--- config.mk ---
export PLATFORM = sky130hd
export DESIGN_NAME = fetch_top
export DESIGN_NICKNAME = d
export VERILOG_FILES = /design/src/hdl/fetch_pkg.sv /design/src/hdl/fetch_if.sv /design/src/hdl/fetch_ctrl.sv /design/src/hdl/icache_interface.sv /design/src/hdl/icache.sv /design/src/hdl/fetch_top.sv
export VERILOG_INCLUDE_DIRS = /design/src /design/src/hdl
export SDC_FILE = /design/constraint.sdc
export NUM_CORES = 2
export LEC_CHECK = 0
export BUFFER_PORTS_ARGS = -buffer_cell sky130_fd_sc_hd__buf_4
export CORE_ASPECT_RATIO = 1.5
export CORE_MARGIN = 2
export CORE_UTILIZATION = 45
export CTS_CLUSTER_SIZE = 25
export DETAILED_ROUTE_END_ITERATION = 12
export GPL_TIMING_DRIVEN = 0
export PLACE_DENSITY = 0.57
export SLEW_MARGIN = 20
export SYNTH_ARGS = -nofsm -noshare
export SYNTH_HDL_FRONTEND = slang
export SYNTH_HIERARCHICAL = 1
export SYNTH_SLANG_ARGS = --single-unit
--- constraint.sdc ---
create_clock -name clk_i -period 28.1 [get_ports clk_i]
set_clock_uncertainty 0.1 [all_clocks]
set_input_delay 5.62 -clock clk_i [delete_from_list [all_inputs] [get_ports clk_i]]
set_output_delay 5.62 -clock clk_i [all_outputs]
set_load 0.02 [all_outputs]
--- src/hdl/fetch_macros.svh ---
// Fetch front end sizes
`ifndef FETCH_MACROS_SVH
`define FETCH_MACROS_SVH

// Virtual and physical address width
`define ADDR_SIZE 32

// One cache line holds four 32-bit words
`define LINE_BITS 128

// Direct-mapped cache depth
`define ICACHE_LINES 16

// Mapped 4 KB pages, any page number at or above faults
`define MEM_PAGES 4

// First fetch address out of reset
`define RESET_PC 32'h0000_0000

`endif

--- src/hdl/fetch_pkg.sv ---
// Fetch address types
`include "fetch_macros.svh"

package fetch_pkg;

    // Page offset and page number split
    localparam int IDX_BITS = 12;
    localparam int VPN_BITS = `ADDR_SIZE - IDX_BITS;

    // Line address drops word select and byte offset
    localparam int LINE_ADDR_BITS = `ADDR_SIZE - 4;

    // One fetch address seen two ways
    typedef union packed {
        // Page view for the cache request and fault check
        struct packed {
            logic [VPN_BITS-1:0] vpn;
            logic [IDX_BITS-1:0] idx;
        } page_view;
        // Line view for buffer compare and cache index
        struct packed {
            logic [LINE_ADDR_BITS-1:0] line;
            logic [1:0]                word;
            logic [1:0]                byte_off;
        } line_view;
    } fetch_addr_u;

endpackage

--- src/hdl/fetch_if.sv ---
// Fetch and cache request interfaces
`include "fetch_macros.svh"

// Fetch control to line buffer
interface fetch_if;
    import fetch_pkg::*;

    logic        req_valid;
    fetch_addr_u vaddr;
    logic        inval_fetch;
    logic        invalidate_buffer;
    logic        invalidate_icache;
    logic        resp_valid;
    logic [31:0] resp_data;
    logic        resp_fault;

    // Level-held request, response may come in the same cycle
    modport ctrl (
        output req_valid, vaddr, inval_fetch, invalidate_buffer, invalidate_icache,
        input  resp_valid, resp_data, resp_fault
    );
    modport lbuf (
        input  req_valid, vaddr, inval_fetch, invalidate_buffer, invalidate_icache,
        output resp_valid, resp_data, resp_fault
    );
endinterface

// Line buffer to instruction cache
interface icache_if;
    import fetch_pkg::*;

    logic                  req_valid;
    logic                  req_ready;
    logic [VPN_BITS-1:0]   vpn;
    logic [IDX_BITS-1:0]   idx;
    logic                  kill;
    logic                  invalidate;
    logic                  resp_valid;
    fetch_addr_u           resp_vaddr;
    logic [`LINE_BITS-1:0] resp_line;
    logic                  resp_xcpt;

    modport req (
        output req_valid, vpn, idx, kill, invalidate,
        input  req_ready, resp_valid, resp_vaddr, resp_line, resp_xcpt
    );
    modport rsp (
        input  req_valid, vpn, idx, kill, invalidate,
        output req_ready, resp_valid, resp_vaddr, resp_line, resp_xcpt
    );
endinterface

--- src/hdl/fetch_ctrl.sv ---
// Program counter sequencer
`include "fetch_macros.svh"

module fetch_ctrl (
    input  logic                    clk_i,
    input  logic                    rstn_i,
    input  logic                    redirect_valid_i,
    input  fetch_pkg::fetch_addr_u  redirect_pc_i,
    input  logic                    flush_i,
    input  logic                    instr_ready_i,
    output logic                    instr_valid_o,
    output logic [31:0]             instr_o,
    output logic [`ADDR_SIZE-1:0]   instr_pc_o,
    output logic                    instr_fault_o,
    fetch_if.ctrl                   fetch
);
    import fetch_pkg::*;

    fetch_addr_u pc_q;
    logic        halted_q;
    logic        accept;

    // Core takes the instruction this cycle
    assign accept = instr_valid_o & instr_ready_i;

    always_ff @(posedge clk_i or negedge rstn_i) begin
        if (!rstn_i) begin
            pc_q     <= `RESET_PC;
            halted_q <= 1'b0;
        end else if (redirect_valid_i) begin
            // Redirect wins over a step and leaves a fault halt
            pc_q     <= redirect_pc_i;
            halted_q <= 1'b0;
        end else if (accept) begin
            pc_q     <= pc_q + `ADDR_SIZE'd4;
            // Stop after handing over a faulting fetch
            halted_q <= fetch.resp_fault;
        end
    end

    // No request in a redirect or flush cycle, so the old path never shows
    assign fetch.req_valid         = ~halted_q & ~redirect_valid_i & ~flush_i;
    assign fetch.vaddr             = pc_q;
    assign fetch.inval_fetch       = redirect_valid_i;
    // Flush drops both the line buffer and the cache
    assign fetch.invalidate_buffer = flush_i;
    assign fetch.invalidate_icache = flush_i;

    // Response goes straight out
    assign instr_valid_o = fetch.resp_valid;
    assign instr_o       = fetch.resp_data;
    assign instr_fault_o = fetch.resp_fault;
    assign instr_pc_o    = pc_q;

endmodule

--- src/hdl/icache_interface.sv ---
// Fetch line buffer and cache request FSM
`include "fetch_macros.svh"

module icache_interface (
    input  logic   clk_i,
    input  logic   rstn_i,
    fetch_if.lbuf  fetch,
    icache_if.req  cache
);
    import fetch_pkg::*;

    // Request FSM states
    localparam logic NoReq    = 1'b0;
    localparam logic ReqValid = 1'b1;

    logic                      state_q;
    logic                      state_d;
    logic [`LINE_BITS-1:0]     buf_line_q;
    logic [LINE_ADDR_BITS-1:0] buf_tag_q;
    logic                      buf_valid_q;
    fetch_addr_u               req_addr_q;
    logic [`LINE_BITS-1:0]     line_sel;
    logic                      buf_hit;
    logic                      new_addr;
    logic                      resp_match;
    logic                      resp_ok;
    logic                      do_request;
    logic                      kill;
    logic                      load_buf;

    // Buffered line covers the current PC
    assign buf_hit = buf_valid_q & (buf_tag_q == fetch.vaddr.line_view.line);

    // PC moved to another line since the request went out
    assign new_addr = req_addr_q.line_view.line != fetch.vaddr.line_view.line;

    // Cache answer belongs to the line being fetched now
    assign resp_match = cache.resp_valid &
                        (cache.resp_vaddr.line_view.line == fetch.vaddr.line_view.line);
    assign resp_ok    = (state_q == ReqValid) & fetch.req_valid & resp_match;

    // Issue only from NoReq and only on a buffer miss
    assign do_request = (state_q == NoReq) & fetch.req_valid & ~buf_hit &
                        ~fetch.inval_fetch & ~fetch.invalidate_buffer & cache.req_ready;

    // Drop an outstanding request when the fetch goes elsewhere
    assign kill = (state_q == ReqValid) &
                  (new_addr | ~fetch.req_valid | fetch.inval_fetch | fetch.invalidate_buffer);

    // Faulting lines never enter the buffer
    assign load_buf = resp_ok & ~cache.resp_xcpt & ~fetch.invalidate_buffer;

    always_comb begin
        case (state_q)
            NoReq: begin
                state_d = do_request ? ReqValid : NoReq;
            end
            ReqValid: begin
                // Back to idle on the answer or on a kill
                state_d = (resp_ok | kill) ? NoReq : ReqValid;
            end
            default: begin
                state_d = NoReq;
            end
        endcase
    end

    always_ff @(posedge clk_i or negedge rstn_i) begin
        if (!rstn_i) begin
            state_q     <= NoReq;
            buf_valid_q <= 1'b0;
        end else begin
            state_q <= state_d;
            if (fetch.invalidate_buffer) begin
                buf_valid_q <= 1'b0;
            end else if (load_buf) begin
                buf_valid_q <= 1'b1;
            end
        end
    end

    // Line data, its address and the issued address
    always_ff @(posedge clk_i) begin
        if (load_buf) begin
            buf_line_q <= cache.resp_line;
            buf_tag_q  <= cache.resp_vaddr.line_view.line;
        end
        if (do_request) begin
            req_addr_q <= fetch.vaddr;
        end
    end

    // Cache side
    assign cache.req_valid  = do_request;
    assign cache.vpn        = fetch.vaddr.page_view.vpn;
    assign cache.idx        = fetch.vaddr.page_view.idx;
    assign cache.kill       = kill;
    assign cache.invalidate = fetch.invalidate_icache;

    // Hit answers from the buffer, miss forwards the fresh line in the same cycle
    assign fetch.resp_valid = fetch.req_valid & (buf_hit | resp_ok);
    assign fetch.resp_fault = resp_ok & ~buf_hit & cache.resp_xcpt;
    assign line_sel         = buf_hit ? buf_line_q : cache.resp_line;

    // Word select, zero on a fault
    always_comb begin
        if (fetch.resp_fault) begin
            fetch.resp_data = 32'h0;
        end else begin
            case (fetch.vaddr.line_view.word)
                2'd0:    fetch.resp_data = line_sel[31:0];
                2'd1:    fetch.resp_data = line_sel[63:32];
                2'd2:    fetch.resp_data = line_sel[95:64];
                default: fetch.resp_data = line_sel[127:96];
            endcase
        end
    end

endmodule

--- src/hdl/icache.sv ---
// Direct-mapped instruction cache
`include "fetch_macros.svh"

module icache (
    input  logic                  clk_i,
    input  logic                  rstn_i,
    icache_if.rsp                 cache,
    output logic                  wb_cyc_o,
    output logic                  wb_stb_o,
    output logic [`ADDR_SIZE-1:0] wb_adr_o,
    input  logic [31:0]           wb_dat_i,
    input  logic                  wb_ack_i
);
    import fetch_pkg::*;

    localparam int SET_BITS = $clog2(`ICACHE_LINES);
    localparam int TAG_BITS = LINE_ADDR_BITS - SET_BITS;

    // Cache FSM states
    localparam logic [1:0] IDLE = 2'd0;
    localparam logic [1:0] FILL = 2'd1;
    localparam logic [1:0] RESP = 2'd2;

    logic [`LINE_BITS-1:0] data_q [`ICACHE_LINES];
    logic [TAG_BITS-1:0]   tag_q  [`ICACHE_LINES];
    logic [`ICACHE_LINES-1:0] valid_q;
    logic [1:0]            state_q;
    logic [1:0]            word_q;
    logic                  xcpt_q;
    logic                  killed_q;
    fetch_addr_u           addr_q;
    fetch_addr_u           req_addr;
    logic [SET_BITS-1:0]   req_set;
    logic [TAG_BITS-1:0]   req_tag;
    logic [SET_BITS-1:0]   set_q;
    logic                  req_fire;
    logic                  req_hit;
    logic                  req_fault;
    logic                  last_ack;

    // Rebuild the address from its page view, index and tag from the line view
    assign req_addr = {cache.vpn, cache.idx};
    assign req_set  = req_addr.line_view.line[SET_BITS-1:0];
    assign req_tag  = req_addr.line_view.line[LINE_ADDR_BITS-1:SET_BITS];
    assign set_q    = addr_q.line_view.line[SET_BITS-1:0];

    assign req_fire  = cache.req_valid & cache.req_ready;
    // Unmapped page, answered without touching the bus
    assign req_fault = cache.vpn >= VPN_BITS'(`MEM_PAGES);
    assign req_hit   = valid_q[req_set] & (tag_q[req_set] == req_tag);
    assign last_ack  = (state_q == FILL) & wb_ack_i & (word_q == 2'd3);

    always_ff @(posedge clk_i or negedge rstn_i) begin
        if (!rstn_i) begin
            state_q  <= IDLE;
            word_q   <= 2'd0;
            xcpt_q   <= 1'b0;
            killed_q <= 1'b0;
        end else begin
            case (state_q)
                IDLE: begin
                    if (req_fire) begin
                        killed_q <= 1'b0;
                        xcpt_q   <= req_fault;
                        word_q   <= 2'd0;
                        state_q  <= (req_fault | req_hit) ? RESP : FILL;
                    end
                end
                FILL: begin
                    // A killed fill still completes, only the answer is dropped
                    if (cache.kill) begin
                        killed_q <= 1'b1;
                    end
                    if (wb_ack_i) begin
                        word_q <= word_q + 2'd1;
                        if (word_q == 2'd3) begin
                            state_q <= RESP;
                        end
                    end
                end
                RESP: begin
                    state_q <= IDLE;
                end
                default: begin
                    state_q <= IDLE;
                end
            endcase
        end
    end

    // Request address, line words and tags
    always_ff @(posedge clk_i) begin
        if (req_fire) begin
            addr_q <= req_addr;
        end
        if ((state_q == FILL) && wb_ack_i) begin
            data_q[set_q][{word_q, 5'd0} +: 32] <= wb_dat_i;
        end
        if (last_ack) begin
            tag_q[set_q] <= addr_q.line_view.line[LINE_ADDR_BITS-1:SET_BITS];
        end
    end

    // Valid bits, flush has priority over a fill finishing
    always_ff @(posedge clk_i or negedge rstn_i) begin
        if (!rstn_i) begin
            valid_q <= '0;
        end else if (cache.invalidate) begin
            valid_q <= '0;
        end else if (req_fire && !req_fault && !req_hit) begin
            // Line is overwritten word by word, so it stops being valid now
            valid_q[req_set] <= 1'b0;
        end else if (last_ack) begin
            valid_q[set_q] <= 1'b1;
        end
    end

    // Wishbone classic read, strobe held until each ack, lowest word first
    assign wb_cyc_o = (state_q == FILL);
    assign wb_stb_o = (state_q == FILL);
    assign wb_adr_o = {addr_q.line_view.line, word_q, 2'b00};

    // Response one cycle after a hit, a fault or the last ack
    assign cache.req_ready  = (state_q == IDLE);
    assign cache.resp_valid = (state_q == RESP) & ~killed_q;
    assign cache.resp_vaddr = addr_q;
    assign cache.resp_line  = data_q[set_q];
    assign cache.resp_xcpt  = xcpt_q;

endmodule

--- src/hdl/fetch_top.sv ---
// Instruction fetch front end
`include "fetch_macros.svh"

module fetch_top (
    input  logic                  clk_i,
    input  logic                  rstn_i,
    input  logic                  redirect_valid_i,
    input  logic [`ADDR_SIZE-1:0] redirect_pc_i,
    input  logic                  flush_i,
    input  logic                  instr_ready_i,
    output logic                  instr_valid_o,
    output logic [31:0]           instr_o,
    output logic [`ADDR_SIZE-1:0] instr_pc_o,
    output logic                  instr_fault_o,
    output logic                  wb_cyc_o,
    output logic                  wb_stb_o,
    output logic [`ADDR_SIZE-1:0] wb_adr_o,
    input  logic [31:0]           wb_dat_i,
    input  logic                  wb_ack_i
);

    // PC sequencer to line buffer
    fetch_if  u_fetch_if ();
    // Line buffer to cache
    icache_if u_icache_if ();

    fetch_ctrl u_fetch_ctrl (
        .clk_i            (clk_i),
        .rstn_i           (rstn_i),
        .redirect_valid_i (redirect_valid_i),
        .redirect_pc_i    (redirect_pc_i),
        .flush_i          (flush_i),
        .instr_ready_i    (instr_ready_i),
        .instr_valid_o    (instr_valid_o),
        .instr_o          (instr_o),
        .instr_pc_o       (instr_pc_o),
        .instr_fault_o    (instr_fault_o),
        .fetch            (u_fetch_if.ctrl)
    );

    icache_interface u_icache_interface (
        .clk_i  (clk_i),
        .rstn_i (rstn_i),
        .fetch  (u_fetch_if.lbuf),
        .cache  (u_icache_if.req)
    );

    // Line fills over the Wishbone ports
    icache u_icache (
        .clk_i    (clk_i),
        .rstn_i   (rstn_i),
        .cache    (u_icache_if.rsp),
        .wb_cyc_o (wb_cyc_o),
        .wb_stb_o (wb_stb_o),
        .wb_adr_o (wb_adr_o),
        .wb_dat_i (wb_dat_i),
        .wb_ack_i (wb_ack_i)
    );

endmodule

Word-level counts from Yosys, hierarchy flattened
Memories as Yosys holds them, arrays and structs flattened. A register that Yosys moved wholly into a read port is not among the register bits.
Cells that the tools add are included.
{"block": "op_classes", "n_lt_le_gt_ge": 5, "n_addsub": 3, "mux": 37, "n_eq_ne": 13, "n_shift": 2, "bitwise": 40, "n_reduce_logical": 17}
{"cell": "$mux W128", "count": 2}
{"cell": "$shift A32 B9 Y128 const A", "count": 1}
{"cell": "$shiftx A32 B9 Y128", "count": 1}
{"cell": "$mux W32", "count": 3}
{"cell": "$pmux W32 S3", "count": 1}
{"cell": "$eq A28 B28 Y1", "count": 2}
{"cell": "$mux W16", "count": 3}
{"cell": "$add A32 B3 Y32 const B", "count": 1}
{"cell": "$ne A28 B28 Y1", "count": 1}
{"cell": "$eq A24 B24 Y1", "count": 1}
{"cell": "$and A1 B1 Y1", "count": 23}
{"cell": "$ge A20 B3 Y1 const B", "count": 1}
{"cell": "$and A16 B16 Y16", "count": 1}
{"cell": "$not A16 Y16", "count": 1}
{"cell": "$or A16 B16 Y16", "count": 1}
{"cell": "$mux W1", "count": 14}
{"cell": "$mux W2", "count": 6}
{"cell": "$lt A4 B5 Y1 const B", "count": 2}
{"cell": "$neg A7 Y9", "count": 1}
{"cell": "$reduce_and A3 Y1", "count": 3}
{"cell": "$demux W1 S4", "count": 2}
{"cell": "$ge A4 B1 Y1 const B", "count": 2}
{"cell": "$not A1 Y1", "count": 8}
{"cell": "$pmux W2 S2", "count": 2}
{"cell": "other kinds (15)", "count": 34}
{"block": "word_totals", "out_inout_bits": 100, "n_memories": 2, "elab_cells": 132, "mem_bits_rw": 2432, "ff_bits": 277}
{"name": "u_icache.data_q", "depth": 16, "width": 128, "read_ports": 1, "rd_clocked_by_memory_dff": 1, "write_ports": 1, "line_no": "icache.sv:24", "rtl": "logic [`LINE_BITS-1:0] data_q [`ICACHE_LINES];"}
{"name": "u_icache.tag_q", "depth": 16, "width": 24, "read_ports": 1, "rd_clocked_by_memory_dff": 0, "write_ports": 1, "line_no": "icache.sv:25", "rtl": "logic [TAG_BITS-1:0] tag_q [`ICACHE_LINES];"}

Logic depth before layout (Yosys ltp)
{"block": "logic_depth", "depth_word": 13, "ltp_mapped": 14, "depth_no_buf": 9}

By module
Netlist, hierarchy kept.
{"module": "icache", "area_per_inst_um2": 95974.5, "instances": 1, "cells_each": 4136}
{"module": "icache_interface", "area_per_inst_um2": 9131.3, "instances": 1, "cells_each": 540}
{"module": "fetch_ctrl", "area_per_inst_um2": 2437.3, "instances": 1, "cells_each": 289}

Worst setup path after synthesis
Ideal clock, no wire load.
{"block": "synth_path", "path_kind": "input to register", "from": "input redirect_valid_i", "to": "register u_icache_interface.buf_line_q[0], enable pin", "n_path_buf": 4, "slack_ps": 13224, "path_stages": 9, "arrival_time_ps": 14102, "setup_ps": 674, "path_cell_list": "clkbuf_1 > clkbuf_1 > clkbuf_1 > nor3_1 > nand4_1 > or4_1 > buf_2 > or4_4 > nor2_1"}
{"block": "synth_between", "elab_chain_len": 7}
{"element": "start: declaration", "line_no": "fetch_top.sv:7", "rtl": "input logic redirect_valid_i,"}
{"element": "$not A1 Y1", "line_no": "fetch_ctrl.sv:42", "rtl": "assign fetch.req_valid = ~halted_q & ~redirect_valid_i & ~flush_i;"}
{"element": "$and A1 B1 Y1 (2 in a row)", "line_no": "fetch_ctrl.sv:42"}
{"element": "via u_fetch_if.req_valid", "line_no": "fetch_if.sv:8", "rtl": "logic req_valid;"}
{"element": "$and A1 B1 Y1 (2 in a row)", "line_no": "icache_interface.sv:40", "rtl": "assign resp_ok = (state_q == ReqValid) & fetch.req_valid & resp_match;"}
{"element": "$and A1 B1 Y1 (2 in a row)", "line_no": "icache_interface.sv:51", "rtl": "assign load_buf = resp_ok & ~cache.resp_xcpt & ~fetch.invalidate_buffer;"}
{"element": "via u_icache_interface.load_buf", "line_no": "icache_interface.sv:29", "rtl": "logic load_buf;"}
{"element": "end signal: assignment", "line_no": "icache_interface.sv:85", "rtl": "buf_line_q <= cache.resp_line;"}
{"element": "end: declaration", "line_no": "icache_interface.sv:18", "rtl": "logic [`LINE_BITS-1:0] buf_line_q;"}
The timed path passes the listed nets, and every way through them passes these cells.
A chain may end at the register's enable or synchronous reset.

Final worst setup path
{"block": "layout_path", "from": "input redirect_valid_i", "to": "output instr_o[18]"}
{"block": "layout_between", "elab_chain_len": 8}
{"element": "$not A1 Y1", "line_no": "fetch_ctrl.sv:42"}
{"element": "$and A1 B1 Y1 (2 in a row)", "line_no": "fetch_ctrl.sv:42"}
{"element": "via u_fetch_if.req_valid", "line_no": "fetch_if.sv:8"}
{"element": "$and A1 B1 Y1 (2 in a row)", "line_no": "icache_interface.sv:40"}
{"element": "$and A1 B1 Y1 (2 in a row)", "line_no": "icache_interface.sv:102", "rtl": "assign fetch.resp_fault = resp_ok & ~buf_hit & cache.resp_xcpt;"}
{"element": "$mux W32", "line_no": "icache_interface.sv:107", "rtl": "if (fetch.resp_fault) begin"}
{"element": "end: declaration", "line_no": "fetch_top.sv:12", "rtl": "output logic [31:0] instr_o,"}
The timed path passes the listed nets, and every way through them passes these cells.

==> metrics.md <==
| Metric | Value |
|---|---|
| Status | `finished clean` |
| CTS clk-pin slew, worst paths | `0.06 ns` |
| Ratio of cells with drive above 1 in the final layout | `31.09%` |
| Final Hold Vio Count | `0` |
| Worst endpoint data arrival time | `9.13 ns` |
| Crit end category | `primary output` |
| Routed Wire Length | `336400 um` |
| Die Y | `602.3 um` |
| 1st-iter DRT viols | `6397` |
| Synth Instances | `4957` |
| Worst Hold Class | `flop to flop` |
| Post-DP Area | `116900 um^2` |
| CTS H-Tree Depth | `5` |
| Worst EP required | `22.38 ns` |
| Final min period | `14.85 ns` |
| I/O Buffers | `166` |
| Vias in the first global route | `55352` |
| I/O pin cnt | `170` |
| Nets | `5629` |
| CP max stage cell | `mux2i_1` |
| Fmax | `0.06733 GHz` |
| Critical Path Start Type | `primary input` |
| Initial Utilization | `45.26%` |
| Leakage | `40.94 nW` |
| Final count of negative-setup-slack endpoints | `0` |
| # hold bufs at CTS | `0` |
| Final cell count without fillers | `8863` |
| Worst Hold Launch | `u_fetch_ctrl/fetch.vaddr[1]` |
| P per Cell Area | `66.26 nW/um^2` |
| First-pass DRT Iterations | `7` |
| DRC viols | `0` |
| CTS Buf Count | `266` |
| Die width | `402.9 um` |
| CTS root buffer | `clkbuf_16` |
| Design area | `125200 um^2` |
| R2R Setup Slk | `22.93 ns` |
| # placed instances | `8378` |
| Synth Warn # | `6` |
| Gr usage total | `27.68%` |
| Post-route ant nets | `0` |
| RSZ-0062 raised after global routing | `no` |
| End of the worst register-to-register path | `u_fetch_ctrl/fetch.vaddr[13]` |
| Min-Delay Endpoint | `u_fetch_ctrl/fetch.vaddr[1]` |
| DIE AREA | `242700 um^2` |
| Post-CTS sizing | `0` |
| Fillers | `18496` |
| Placer congestion estimate | `0.9698` |
| R2R cell count | `10` |
| Hold_ws | `0.4061 ns` |
| Peak supply drop | `0.00004503 V` |
| Average wire per standard cell | `37.96 um` |
| Final core occ | `52.75%` |
| Worst Max-Slew Pin Slew | `1.260 ns` |
| CTS Sinks | `2705` |
| Setup bufs post-CTS | `0` |
| CTS tree | `yes` |
| Area growth, synth to finish | `16.55%` |
| Avg Inst Size Synth | `21.66 um^2` |
| Pre-CTS setup slack | `13.22 ns` |
| Largest net degree at the start of global routing | `58` |
| Max-slew violation count | `0` |
| Critical Path, Cell by Cell | `clkbuf_1, clkbuf_1, clkbuf_1, nor3_1, nand4_1, or4_1, buf_2, buf_2, o41ai_1, mux2i_1, buf_4, buf_4` |
| Drt via density | `6.237` |
| Crit path max fanout | `10` |
| Worst slew margin | `16.03%` |
| First-pass GRT wire length | `459100 um` |
| Via total after detailed routing | `55279` |
| Worst Slack Setup Final | `13.25 ns` |
| Max-cap violations | `0` |
| Antenna violations before repair | `38` |
| CTS Buffer Depth | `4` |
| Hold Crit Depth | `1` |
| Post-route setup TNS | `0 ns` |
| Most used cell, CP | `clkbuf_1` |
| GRT overflow | `0` |
| Cell Area, Synth | `107400 um^2` |
| Period utilisation layout | `52.86%` |
| Total power | `8.294 mW` |
| Worst path max stage delay | `0.73 ns` |
| DP HPWL | `233400 um` |
| Core ar. | `237300 um^2` |
| # rows | `219` |
| Crit path kind | `primary input to primary output` |
| Worst-Skew Late Latency | `0.84 ns` |
| R2R Path Start | `u_fetch_ctrl/fetch.vaddr[16]` |
## power by group
| group | switching, mW | leakage, nW | internal [mW] |
|---|---|---|---|
| logic | 0.259 | 10.9 | 0.154 |
| clock network | 1.51 | 4.01 | 1.96 |
| registers | 0.0288 | 26.1 | 4.38 |
## worst max-delay path: cells and delay by family
kind                   cells  cell delay, ns
AOI/OAI and AO/OA          1            0.12
muxes                      1            0.73
and+or+nand+nor            3            0.44
buffers and inverters      7            2.19
## cells in the final DEF (no fill, tap or decap), drive strengths merged, types with 28 or more instances in the layout
master / count
a211oi: 33
a21oi: 34
a22oi: 31
and2: 133
buf: 557
clkbuf: 487
clkinv: 90
dfrtp: 57
edfxtp: 2644
inv: 63
mux2i: 149
mux4: 745
nand2: 78
nand3: 28
nor2: 150
nor2b: 35
o41ai: 34
xnor2: 39
xor2: 78
## sequential cells by signal, summed over array words and instances (netlist names), 2 cells and up, named ones only
register,count
u_fetch_ctrl/fetch.vaddr,32
u_icache/cache.resp_vaddr,28
u_icache/data_q,2048
u_icache/state_q,2
u_icache/tag_q,384
u_icache/valid_q,16
u_icache/word_q,2
u_icache_interface/buf_line_q,128
u_icache_interface/buf_tag_q,28
u_icache_interface/req_addr_q,28
## how the worst max path moves through the flow
stage                     start                            endpoint  slack (ns)
6_report       redirect_valid_i                         instr_o[18]       13.25
5_1_grt        redirect_valid_i                         instr_o[21]       13.14
4_1_cts        redirect_valid_i                         instr_o[21]       13.20
3_5_place_dp   redirect_valid_i                         instr_o[18]       13.22
3_3_place_gp   redirect_valid_i  u_icache_interface/buf_line_q[123]        9.54
2_1_floorplan  redirect_valid_i    u_icache_interface/buf_line_q[0]       13.22
## cell type report
class	count	area, um^2	share of cell area, %
clock inverter	120	1124	0.8977
timing repair buffer	326	4920	3.930
inverter	55	206.4	0.1649
tap	3094	3871	3.093
antenna	27	67.56	0.05398
multi-input combinational	1818	24860	19.86
buffer	380	2130	1.701
sequential	2705	80900	64.63
clock buffer	338	7084	5.660
## layer usage
layer	track usage [%]	share of wire, %	vias to the layer above	wire, um
met5	0	0.015	-	49
met1	33.84	35	30129	119200
met2	47.81	51	2750	171900
li1	-	-	21812	-
met4	13.89	6.1	8	20360
met3	4.330	7.4	580	24890
Power figures use the tool's default switching activity.
